**src/hdl/pipePkg.sv**
```systemverilog
package pipePkg;

  localparam int dataWidth = 16;
  localparam int regAddrWidth = 3;
  localparam int numRegs = 8;
  localparam int aluOpWidth = 2;

  // Major opcodes in instr[15:11]
  localparam logic [4:0] opNop = 5'b00001;
  localparam logic [4:0] opAddi = 5'b01000;
  localparam logic [4:0] opSubi = 5'b01001;
  localparam logic [4:0] opXori = 5'b01010;
  localparam logic [4:0] opAndni = 5'b01011;
  localparam logic [4:0] opLbi = 5'b11000;
  localparam logic [4:0] opRtype = 5'b11011;

  // R-format function field
  localparam logic [1:0] fnAdd = 2'b00;
  localparam logic [1:0] fnSub = 2'b01;
  localparam logic [1:0] fnXor = 2'b10;
  localparam logic [1:0] fnAndn = 2'b11;

  // Bubble word is opcode NOP with all other fields zero
  localparam logic [dataWidth-1:0] nopInstr = 16'b0000_1000_0000_0000;

  localparam logic [aluOpWidth-1:0] aluAdd = 2'd0;
  localparam logic [aluOpWidth-1:0] aluXor = 2'd1;
  localparam logic [aluOpWidth-1:0] aluAndn = 2'd2;

  typedef struct packed {
    logic [4:0] opcode;
    logic [regAddrWidth-1:0] rs;
    logic [regAddrWidth-1:0] rt;
    logic [regAddrWidth-1:0] rd;
    logic [1:0] funct;
  } rFmtT;

  typedef struct packed {
    logic [4:0] opcode;
    logic [regAddrWidth-1:0] rs;
    logic [regAddrWidth-1:0] rd;
    logic [4:0] imm5;
  } iFmtT;

  typedef struct packed {
    logic [4:0] opcode;
    logic [regAddrWidth-1:0] rs;
    logic [7:0] imm8;
  } lFmtT;

  typedef union packed {
    rFmtT rFmt;
    iFmtT iFmt;
    lFmtT lFmt;
  } instrWord;

endpackage

```
**src/hdl/regFile.sv**
```systemverilog
`timescale 1ns/1ps

module regFile import pipePkg::*; (
  input  logic                    clk,
  input  logic                    rstN,
  input  logic [regAddrWidth-1:0] rsAddr,
  input  logic [regAddrWidth-1:0] rtAddr,
  input  logic                    wrEn,
  input  logic [regAddrWidth-1:0] wrAddr,
  input  logic [dataWidth-1:0]    wrData,
  output logic [dataWidth-1:0]    rsData,
  output logic [dataWidth-1:0]    rtData
);

  logic [dataWidth-1:0] regs [numRegs];
  logic rsHit;
  logic rtHit;

  always_ff @(posedge clk or negedge rstN) begin
    if (!rstN) begin
      for (int i = 0; i < numRegs; i++) begin
        regs[i] <= '0;
      end
    end else if (wrEn) begin
      regs[wrAddr] <= wrData;
    end
  end

  // Write-through so decode sees the value being written back this cycle
  assign rsHit = wrEn && (wrAddr == rsAddr);
  assign rtHit = wrEn && (wrAddr == rtAddr);

  always_comb begin
    rsData = rsHit ? wrData : regs[rsAddr];
    rtData = rtHit ? wrData : regs[rtAddr];
  end

  // Writeback from execute must always name a real register
  wrAddrKnown: assert property (
    @(posedge clk) disable iff (!rstN)
    wrEn |-> !$isunknown(wrAddr)
  ) else $error("regFile: write enabled with unknown wrAddr");

endmodule

```
**src/hdl/instrDecode.sv**
```systemverilog
`timescale 1ns/1ps

module instrDecode import pipePkg::*; (
  input  logic [dataWidth-1:0]    instr,
  input  logic                    instrValid,
  output logic [regAddrWidth-1:0] rsAddr,
  output logic [regAddrWidth-1:0] rtAddr,
  output logic [regAddrWidth-1:0] writeReg,
  output logic                    regWrite,
  output logic                    readingRs,
  output logic                    readingRt,
  output logic                    aluSrc2,
  output logic                    invA,
  output logic                    invB,
  output logic                    cin,
  output logic [aluOpWidth-1:0]   aluOp,
  output logic [dataWidth-1:0]    imm,
  output instrWord                decInstr
);

  instrWord iw;
  logic [dataWidth-1:0] sExt5;
  logic [dataWidth-1:0] zExt5;
  logic [dataWidth-1:0] sExt8;

  assign iw = instr;

  // Source fields sit in the same bits in every format
  assign rsAddr = iw.rFmt.rs;
  assign rtAddr = iw.rFmt.rt;

  assign sExt5 = {{(dataWidth-5){iw.iFmt.imm5[4]}}, iw.iFmt.imm5};
  assign zExt5 = {{(dataWidth-5){1'b0}}, iw.iFmt.imm5};
  assign sExt8 = {{(dataWidth-8){iw.lFmt.imm8[7]}}, iw.lFmt.imm8};

  always_comb begin
    writeReg = iw.iFmt.rd;
    regWrite = 1'b0;
    readingRs = 1'b0;
    readingRt = 1'b0;
    aluSrc2 = 1'b1;
    invA = 1'b0;
    invB = 1'b0;
    cin = 1'b0;
    aluOp = aluAdd;
    imm = sExt5;
    decInstr = instr;
    if (!instrValid) begin
      decInstr = nopInstr;
    end else begin
      case (iw.rFmt.opcode)
        opAddi: begin
          regWrite = 1'b1;
          readingRs = 1'b1;
        end
        opSubi: begin
          // imm - rs computed as imm + ~rs + 1
          regWrite = 1'b1;
          readingRs = 1'b1;
          invA = 1'b1;
          cin = 1'b1;
        end
        opXori: begin
          regWrite = 1'b1;
          readingRs = 1'b1;
          aluOp = aluXor;
          imm = zExt5;
        end
        opAndni: begin
          regWrite = 1'b1;
          readingRs = 1'b1;
          aluOp = aluAndn;
          invB = 1'b1;
          imm = zExt5;
        end
        opLbi: begin
          // No source read, so operand A arrives as zero
          writeReg = iw.lFmt.rs;
          regWrite = 1'b1;
          imm = sExt8;
        end
        opRtype: begin
          writeReg = iw.rFmt.rd;
          regWrite = 1'b1;
          readingRs = 1'b1;
          readingRt = 1'b1;
          aluSrc2 = 1'b0;
          case (iw.rFmt.funct)
            fnSub: begin
              invA = 1'b1;
              cin = 1'b1;
            end
            fnXor: aluOp = aluXor;
            fnAndn: begin
              aluOp = aluAndn;
              invB = 1'b1;
            end
            default: aluOp = aluAdd;
          endcase
        end
        default: begin
          // NOP and unknown opcodes
          aluSrc2 = 1'b0;
          decInstr = nopInstr;
        end
      endcase
    end
  end

endmodule

```
**src/hdl/hazardDetect.sv**
```systemverilog
`timescale 1ns/1ps

module hazardDetect import pipePkg::*; (
  input  logic [regAddrWidth-1:0] rsAddr,
  input  logic [regAddrWidth-1:0] rtAddr,
  input  logic                    readingRs,
  input  logic                    readingRt,
  input  logic                    instrValid,
  input  logic                    exRegWrite,
  input  logic [regAddrWidth-1:0] exWriteReg,
  output logic                    stall
);

  logic rsDep;
  logic rtDep;

  // RAW against the instruction now in execute
  assign rsDep = readingRs && (rsAddr == exWriteReg);
  assign rtDep = readingRt && (rtAddr == exWriteReg);

  // Older results are already in writeback and reachable through the bypass
  assign stall = instrValid && exRegWrite && (rsDep || rtDep);

endmodule

```
**src/hdl/idExLatch.sv**
```systemverilog
`timescale 1ns/1ps

module idExLatch import pipePkg::*; (
  input  logic                    clk,
  input  logic                    rstN,
  input  logic                    stall,
  input  instrWord                decInstr,
  input  logic [dataWidth-1:0]    pcIn,
  input  logic [dataWidth-1:0]    aData,
  input  logic [dataWidth-1:0]    bData,
  input  logic [dataWidth-1:0]    imm,
  input  logic [regAddrWidth-1:0] writeReg,
  input  logic                    regWrite,
  input  logic                    aluSrc2,
  input  logic                    invA,
  input  logic                    invB,
  input  logic                    cin,
  input  logic [aluOpWidth-1:0]   aluOp,
  output instrWord                exInstr,
  output logic [dataWidth-1:0]    exPc,
  output logic [dataWidth-1:0]    exA,
  output logic [dataWidth-1:0]    exB,
  output logic [dataWidth-1:0]    exImm,
  output logic [regAddrWidth-1:0] exWriteReg,
  output logic                    exRegWrite,
  output logic                    exAluSrc2,
  output logic                    exInvA,
  output logic                    exInvB,
  output logic                    exCin,
  output logic [aluOpWidth-1:0]   exAluOp
);

  instrWord instrOrBubble;
  logic regWriteOrBubble;

  // A stalled cycle turns into a NOP that writes nothing
  assign instrOrBubble = stall ? instrWord'(nopInstr) : decInstr;
  assign regWriteOrBubble = stall ? 1'b0 : regWrite;

  always_ff @(posedge clk or negedge rstN) begin
    if (!rstN) begin
      exInstr <= nopInstr;
      exRegWrite <= 1'b0;
      exAluSrc2 <= 1'b0;
      exInvA <= 1'b0;
      exInvB <= 1'b0;
      exCin <= 1'b0;
      exAluOp <= aluAdd;
    end else begin
      exInstr <= instrOrBubble;
      exRegWrite <= regWriteOrBubble;
      exAluSrc2 <= aluSrc2;
      exInvA <= invA;
      exInvB <= invB;
      exCin <= cin;
      exAluOp <= aluOp;
    end
  end

  always_ff @(posedge clk) begin
    exPc <= pcIn;
    exA <= aData;
    exB <= bData;
    exImm <= imm;
    exWriteReg <= writeReg;
  end

  // The bubble clears the hazard, so the hazard unit drops stall next cycle
  stallOneCycle: assert property (
    @(posedge clk) disable iff (!rstN)
    stall |=> !stall
  ) else $error("idExLatch: stall held for two consecutive cycles");

endmodule

```
**src/hdl/execStage.sv**
```systemverilog
`timescale 1ns/1ps

module execStage import pipePkg::*; (
  input  logic                    clk,
  input  logic                    rstN,
  input  logic [dataWidth-1:0]    exA,
  input  logic [dataWidth-1:0]    exB,
  input  logic [dataWidth-1:0]    exImm,
  input  logic                    exAluSrc2,
  input  logic                    exInvA,
  input  logic                    exInvB,
  input  logic                    exCin,
  input  logic [aluOpWidth-1:0]   exAluOp,
  input  logic [regAddrWidth-1:0] exWriteReg,
  input  logic                    exRegWrite,
  output logic                    wbEn,
  output logic [regAddrWidth-1:0] wbReg,
  output logic [dataWidth-1:0]    wbData
);

  logic [dataWidth-1:0] opB;
  logic [dataWidth-1:0] aAdj;
  logic [dataWidth-1:0] bAdj;
  logic [dataWidth-1:0] sum;
  logic [dataWidth-1:0] aluOut;

  assign opB = exAluSrc2 ? exImm : exB;
  assign aAdj = exInvA ? ~exA : exA;
  assign bAdj = exInvB ? ~opB : opB;

  // Carry-out is dropped so results wrap at 16 bits
  assign sum = aAdj + bAdj + {{(dataWidth-1){1'b0}}, exCin};

  always_comb begin
    case (exAluOp)
      aluXor: aluOut = aAdj ^ bAdj;
      aluAndn: aluOut = aAdj & bAdj;
      default: aluOut = sum;
    endcase
  end

  // Writeback register
  always_ff @(posedge clk or negedge rstN) begin
    if (!rstN) begin
      wbEn <= 1'b0;
    end else begin
      wbEn <= exRegWrite;
    end
  end

  always_ff @(posedge clk) begin
    wbReg <= exWriteReg;
    wbData <= aluOut;
  end

endmodule

```
**src/hdl/decodeExecTop.sv**
```systemverilog
`timescale 1ns/1ps

module decodeExecTop import pipePkg::*; (
  input  logic                    clk,
  input  logic                    rstN,
  input  logic [dataWidth-1:0]    instr,
  input  logic                    instrValid,
  input  logic [dataWidth-1:0]    pc,
  output logic                    stall,
  output logic                    wbEn,
  output logic [regAddrWidth-1:0] wbReg,
  output logic [dataWidth-1:0]    wbData
);

  logic [regAddrWidth-1:0] rsAddr;
  logic [regAddrWidth-1:0] rtAddr;
  logic [regAddrWidth-1:0] writeReg;
  logic regWrite;
  logic readingRs;
  logic readingRt;
  logic aluSrc2;
  logic invA;
  logic invB;
  logic cin;
  logic [aluOpWidth-1:0] aluOp;
  logic [dataWidth-1:0] imm;
  instrWord decInstr;
  logic [dataWidth-1:0] rsData;
  logic [dataWidth-1:0] rtData;
  logic [dataWidth-1:0] exA;
  logic [dataWidth-1:0] exB;
  logic [dataWidth-1:0] exImm;
  logic [regAddrWidth-1:0] exWriteReg;
  logic exRegWrite;
  logic exAluSrc2;
  logic exInvA;
  logic exInvB;
  logic exCin;
  logic [aluOpWidth-1:0] exAluOp;

  instrDecode uDecode (
    .instr(instr), .instrValid(instrValid),
    .rsAddr(rsAddr), .rtAddr(rtAddr), .writeReg(writeReg), .regWrite(regWrite),
    .readingRs(readingRs), .readingRt(readingRt), .aluSrc2(aluSrc2),
    .invA(invA), .invB(invB), .cin(cin), .aluOp(aluOp), .imm(imm),
    .decInstr(decInstr)
  );

  regFile uRegFile (
    .clk(clk), .rstN(rstN), .rsAddr(rsAddr), .rtAddr(rtAddr),
    .wrEn(wbEn), .wrAddr(wbReg), .wrData(wbData),
    .rsData(rsData), .rtData(rtData)
  );

  hazardDetect uHazard (
    .rsAddr(rsAddr), .rtAddr(rtAddr), .readingRs(readingRs), .readingRt(readingRt),
    .instrValid(instrValid), .exRegWrite(exRegWrite), .exWriteReg(exWriteReg),
    .stall(stall)
  );

  // Operand A is zero when no source is read, which is how LBI loads its immediate
  idExLatch uIdEx (
    .clk(clk), .rstN(rstN), .stall(stall), .decInstr(decInstr), .pcIn(pc),
    .aData(readingRs ? rsData : '0), .bData(rtData), .imm(imm),
    .writeReg(writeReg), .regWrite(regWrite), .aluSrc2(aluSrc2),
    .invA(invA), .invB(invB), .cin(cin), .aluOp(aluOp),
    .exInstr(), .exPc(), .exA(exA), .exB(exB), .exImm(exImm),
    .exWriteReg(exWriteReg), .exRegWrite(exRegWrite), .exAluSrc2(exAluSrc2),
    .exInvA(exInvA), .exInvB(exInvB), .exCin(exCin), .exAluOp(exAluOp)
  );

  execStage uExec (
    .clk(clk), .rstN(rstN), .exA(exA), .exB(exB), .exImm(exImm),
    .exAluSrc2(exAluSrc2), .exInvA(exInvA), .exInvB(exInvB), .exCin(exCin),
    .exAluOp(exAluOp), .exWriteReg(exWriteReg), .exRegWrite(exRegWrite),
    .wbEn(wbEn), .wbReg(wbReg), .wbData(wbData)
  );

endmodule

```
**config.mk**
```make
export PLATFORM = sky130hd
export DESIGN_NAME = decodeExecTop
export DESIGN_NICKNAME = d
export VERILOG_FILES = /design/src/hdl/pipePkg.sv /design/src/hdl/regFile.sv /design/src/hdl/instrDecode.sv /design/src/hdl/hazardDetect.sv /design/src/hdl/idExLatch.sv /design/src/hdl/execStage.sv /design/src/hdl/decodeExecTop.sv
export SDC_FILE = /design/constraint.sdc
export NUM_CORES = 1
export LEC_CHECK = 0
export BUFFER_PORTS_ARGS = -buffer_cell sky130_fd_sc_hd__buf_2
export CELL_PAD_IN_SITES_DETAIL_PLACEMENT = 0
export CELL_PAD_IN_SITES_GLOBAL_PLACEMENT = 1
export CORE_ASPECT_RATIO = 0.7
export CORE_MARGIN = 10
export CORE_UTILIZATION = 46
export DETAILED_ROUTE_END_ITERATION = 10
export PLACE_DENSITY_LB_ADDON = 0.1
export RECOVER_POWER = 50
export SYNTH_ARGS = -nofsm -noshare
export SYNTH_HDL_FRONTEND = slang
export SYNTH_SLANG_ARGS = --single-unit
```
**constraint.sdc**
```tcl
create_clock -name clk -period 2.9 [get_ports clk]
set_input_delay 0.145 -clock clk [delete_from_list [all_inputs] [get_ports clk]]
set_output_delay 0.145 -clock clk [all_outputs]
set_load 0.1 [all_outputs]
```
Word level (Yosys, flattened, before mapping)
Cells that the tools add are included.
Widths: inputs -> output; s select.
{ "totals": {"latchBits": 0, "reg_bits": 205, "mem_bits_ro": 0, "input_bits": 35, "output_inout_bits": 21, "ram_bits": 0, "n_memories": 0} }
{ "op_classes": {"add_sub_neg": 2, "n_eq_ne": 15, "shifts": 0, "n_mul": 0, "mux": 37, "bitwise": 7, "magnitude_cmp": 4, "reduce_logical": 12, "div": 0} }
{ "ops": {"columns": ["op", "count"], "rows": [
  ["$mux 16", 11],
  ["$bwmux 128", 1],
  ["$bmux 16 s3", 2],
  ["$pmux 16 s2", 2],
  ["$demux 16 s3", 1],
  ["$not 16->16", 2],
  ["$eq 5x4->1 const B", 4],
  ["$add 16x1->16", 1],
  ["$add 16x16->16", 1],
  ["$and 16x16->16", 1],
  ["$xor 16x16->16", 1],
  ["$mux 1", 13],
  ["$eq 3x3->1", 4],
  ["$ge 4x4->1 const B", 3],
  ["$not 3->4", 3],
  ["$eq 5x5->1 const B", 2],
  ["$reduce_or 5->1", 2],
  ["$logic_and 1x1->1", 7],
  ["$eq 2x2->1 const B", 3],
  ["$pmux 2 s3", 1],
  ["$pmux 3 s2", 1],
  ["$reduce_or 6->1", 1],
  ["$eq 2x1->1 const B", 2],
  ["$lt 4x1->1 const B", 1],
  ["6 further kinds", 7]
]} }

Depth between registers and ports, before layout
{ "logic_depth": {"ltp_word": 8, "depth_mapped": 12, "mapped_depth_nobuf": 10} }

Cells and area by module
A second synthesis with hierarchy kept.
{ "unflattened": {"cells_unflattened": 899, "hier_area_um2": 12311.8} }
{ "by_module_without_submodules": {"columns": ["module", "cells_each", "area_each_um2", "seq_area_each_um2", "instances"], "rows": [
  ["regFile", 452, 7533.5, 3203.1, 1],
  ["idExLatch", 108, 2042.0, 1918.1, 1],
  ["execStage", 223, 1936.9, 405.4, 1],
  ["instrDecode", 89, 599.3, 0.0, 1],
  ["decodeExecTop", 17, 126.4, 0.0, 1],
  ["hazardDetect", 10, 73.8, 0.0, 1]
]} }

Worst setup path after synthesis
Ideal clock, no wire load.
{ "synth_path": {"kind": "in2reg", "start": "input port instr[14]", "end": "register uIdEx.exRegWrite", "t_required_ns": 2.676, "path_stages": 6, "n_path_buf": 0, "setup_slack_ns": -0.093, "arrival_ns": 2.769, "setup_time_ns": 0.224, "cell_sequence": "nor2b_1 and2_1 nand2_1 or4_1 a21oi_1 a211oi_1"} }
{ "synth_between": {"elab_chain_len": 8, "word_cells_on_any_way": 19, "classes_between": "6 x eq/ne; 7 x mux; 6 x reduce/logical"} }
{ "synth_lines": {"columns": ["item", "line_no", "source"], "rows": [
  ["from (decl)", "decodeExecTop.sv:6", "input logic [dataWidth-1:0] instr,"],
  ["$eq 5x4->1 or $eq 5x5->1 (tied branches)", null, null],
  ["$reduce_or 5->1 (no line)", null, null],
  ["$mux 1", "instrDecode.sv:51", "case (iw.rFmt.opcode)"],
  ["$mux 1", "instrDecode.sv:48", "if (!instrValid) begin"],
  ["$logic_and 1x1->1", "hazardDetect.sv:18", "assign rsDep = readingRs && (rsAddr == exWriteReg);"],
  ["$logic_or 1x1->1 (*)", "hazardDetect.sv:22", "assign stall = instrValid && exRegWrite && (rsDep || rtDep);"],
  ["$logic_and 1x1->1 (*)", "hazardDetect.sv:22", null],
  ["via stall", "decodeExecTop.sv:9", "output logic stall,"],
  ["$mux 1 (*)", "idExLatch.sv:38", "assign regWriteOrBubble = stall ? 1'b0 : regWrite;"],
  ["via uIdEx.regWriteOrBubble", "idExLatch.sv:34", "logic regWriteOrBubble;"],
  ["to (signal assigned)", "idExLatch.sv:51", "exRegWrite <= regWriteOrBubble;"],
  ["to (decl)", "idExLatch.sv:25", "output logic exRegWrite,"]
]} }
Mark *: on every way through the listed nets, which the timed path passes. The rest lies on a longest branch.
A chain may end at the register's enable or synchronous reset.

Worst setup path in the final report
{ "layout_path": {"start": "register uIdEx.exAluSrc2", "end": "register uExec.wbData[10]"} }
{ "layout_between": {"elab_chain_len": 6, "word_cells_on_any_way": 8, "classes_between": "2 x add/sub; 3 x mux; 3 x bitwise"} }
{ "layout_lines": {"columns": ["item", "line_no", "source"], "rows": [
  ["from (decl)", "idExLatch.sv:26", "output logic exAluSrc2,"],
  ["from (signal assigned)", "idExLatch.sv:52", "exAluSrc2 <= aluSrc2;"],
  ["$mux 16 (*)", "execStage.sv:27", "assign opB = exAluSrc2 ? exImm : exB;"],
  ["$not 16->16", "execStage.sv:29", "assign bAdj = exInvB ? ~opB : opB;"],
  ["$mux 16 (*)", "execStage.sv:29", null],
  ["$add 16x16->16", "execStage.sv:32", "assign sum = aAdj + bAdj + {{(dataWidth-1){1'b0}}, exCin};"],
  ["$add 16x1->16", "execStage.sv:32", null],
  ["$pmux 16 s2 (*)", "execStage.sv:35", "case (exAluOp)"],
  ["via uExec.aluOut[10]", "execStage.sv:25", "logic [dataWidth-1:0] aluOut;"],
  ["to (signal assigned)", "execStage.sv:53", "wbData <= aluOut;"],
  ["to (decl)", "execStage.sv:18", "output logic [dataWidth-1:0] wbData"]
]} }
Marks and branches as above.

==> impl_metrics.toml <==
[sta]
skew_ps = 14.1
tns_ps = 0
fin_crit_ps = 2730
worst_pin_slew_ps = 2090
max_freq_ghz = 0.366
setup_viol = 0
hold_violations = 0
whs_ps = 43.0
slew_violations = 35
layout_setup_ws_ps = 165
max-slew-margin-rel = -0.390
post-route-period-util = 0.943

[setup_path]
required_ps = 3230
startpoint = "uIdEx.exAluSrc2"
worstSetupEndpoint = "uExec.wbData[10]"
path_class = "reg2reg"
critPathMaxFanout = 4
rr_worst_depth = 11
arrival_ps = 3060
r2r-start = "uIdEx.exAluSrc2"
reg2reg_to = "uExec.wbData[10]"
crit_path_start_kind = "flop"
rrSetupSlack_ps = 170
endpoint_kind = "flop"

[clocking]
cts.sinks = 197
htreeDepth = 4
cts_buffers = 17
path_clk_slew_ps = 80
clockBufferDepth = 2
clock_latency_ps = 440
cts_tree = "done"
cts-root-buf = "clkbuf_16"

[synthesis]
syn_area_per_cell_sq_um = 12.7
synth_common_cells = "135 x dfrtp_1, 128 x mux2_2, 64 x mux4_2, 62 x dfxtp_1, 45 x a21oi_1"
ys_types = 58
async_flop_share = 0.685
synth.most_common_cell = "dfrtp_1"
syn_nets = 880
synth_edf_count = 0
netlist.area_leader.share = 0.323
synth_top_cell_by_area = "dfrtp_1"
synthFlopType = "dfrtp_1"
yosys_warnings = 0
synth_area_leaders = "dfrtp_1 32%, mux2_2 14%, mux4_2 14%, dfxtp_1 12%, mux2i_1 3.8%"
syn_area_sq_um = 10500
yosysSeqAreaShare = 0.441
ys_seq_elements = 197
netlist_instances = 826

[pwr]
p_leak_nw = 5.24
ir_worst_vdd_mv = 0.425
power_density_nw_per_um2 = 692

[finish]
drive_gt1_frac = 0.359
finalCoreUtilization = 0.524
regArea_sq_um = 4620
fin_nets = 915
antenna_cells = 0
multi_input_area_sq_um = 5520
area_growth_pct = 12.6
fillers = 1936

[detailed_routing]
ant_nets = 0
wl_per_cell_um = 22.7
drtPass1Iterations = 5
drc = 0
vias_per_cell = 5.83
vias = 6909
wl_um = 26900
drtIter0Drc = 339

[die]
fp.dieW_um = 200
rows = 46
core-area_sq_um = 22500
die_area_sq_um = 29300
initial_core_util = 0.465
io_pins = 56
die_height_um = 146

[run_status]
status = "finished, violations left"
violations = "capacitance limit, slew limit"

[placed_design]
dp_hpwl_um = 18900
io_buffers = 39
gp_congestion = 0.822
place_ws_ps = 93.2

[global_route]
grt_use_total = 0.185
grt_pass1_wl_um = 42300
grt_pass1_vias = 7123
grt_max_degree = 65
antenna_found_initial = 0
grt_overflow = 0

[min_path]
hold_class = "in2reg"

[flow_run]
cap_violations = 1
[power by group]
| part | internal (mW) | switching, mW |
|---|---|---|
| sequential | 3.21 | 0.490 |
| clock | 1.40 | 1.16 |
| combinational | 0.879 | 1.01 |
[cell families after synthesis]
family	synth area share
buf+inv	0.0380
mux	0.316
xor+xnor	0.0393
simple gates	0.0590
flops	0.441
compound gates	0.0831
fa+ha+maj	0.0234
[worst min path at each step]
stage              start           endpoint  cells after the start
6_report       instr[15]   uIdEx.exAluOp[1]                      2
3_5_place_dp        rstN  uRegFile.regs[16]                      1
3_3_place_gp        rstN  uRegFile.regs[16]                      1
5_1_grt        instr[11]       uIdEx.exInvA                      2
2_1_floorplan       rstN         uExec.wbEn                      0
4_1_cts        instr[15]       uIdEx.exInvB                      2
[layer usage]
layer	routed length, um	GRT usage	share of wire	vias to the layer above
met2	12300	0.283	0.46	144
met1	13000	0.258	0.48	3574
met4	335	0.0472	0.012	0
li1	-	-	-	3164
met5	0	0	0	-
met3	1220	0.0444	0.045	27
[cell type report]
cell class	instances	area share
clock buffers	18	0.0364
clock inverters	14	0.0176
inverters	10	0.00318
multi-input cells	550	0.468
flip-flops and latches	197	0.392
well taps	312	0.0331
repair buffers	85	0.0499
[state kept, by name (all words and copies together) (netlist names), 2 cells and up]
signal / flops
uIdEx.exWriteReg: 3
uIdEx.exB: 16
uExec.wbReg: 3
uIdEx.exAluOp: 2
uExec.wbData: 16
uIdEx.exA: 16
uIdEx.exImm: 8
uRegFile.regs: 128
[stage by stage]
step,std cells,cell area (sq um),total power [mW]
after floorplan,826,10500,5.09
after global placement,1145,11000,5.52
after detailed placement,1145,11000,5.62
after CTS,1185,11800,8.21
after global routing,1186,11800,8.54
final,1186,11800,8.16
[critical path, stage by stage (launching register included)]
cell and delay [ps]:
dfrtp_1 410, buf_4 150, mux2i_2 190, xnor2_1 180
a21oi_1 130, fa_1 480, nor2b_2 200, o2111ai_4 160
nand2_1 140, a211oi_2 110, a21o_1 190, a221o_1 280
[repair_timing]
item	CTS	global route
gates resized for setup	0	12
hold buffers	8	0
setup buffers	0	1
setup endpoints to repair	0	8
hold endpoints to repair	39	0
[cell usage in the layout, fill, tap and decap left out, types with 5 or more instances in the layout]
| master | instances |
|---|---|
| and3_1 | 5 |
| a221o_1 | 5 |
| mux4_2 | 64 |
| a211oi_1 | 20 |
| nor3_1 | 7 |
| a22o_1 | 7 |
| mux2_2 | 128 |
| nand4b_1 | 7 |
| nand2_1 | 27 |
| dlygate4sd3_1 | 8 |
| a21oi_1 | 43 |
| a221oi_1 | 6 |
| xor2_1 | 21 |
| clkbuf_16 | 17 |
| nand4_1 | 5 |
| ha_1 | 18 |
| mux2i_1 | 39 |
| dfrtp_1 | 134 |
| buf_4 | 29 |
| inv_1 | 9 |
| dfxtp_1 | 62 |
| nor2b_1 | 5 |
| nor2_1 | 42 |
| a21o_1 | 6 |
| o21ai_0 | 13 |
| xnor2_1 | 26 |
| clkbuf_1 | 11 |
| buf_2 | 33 |
Note: power is estimated with default switching activity, not from simulation.
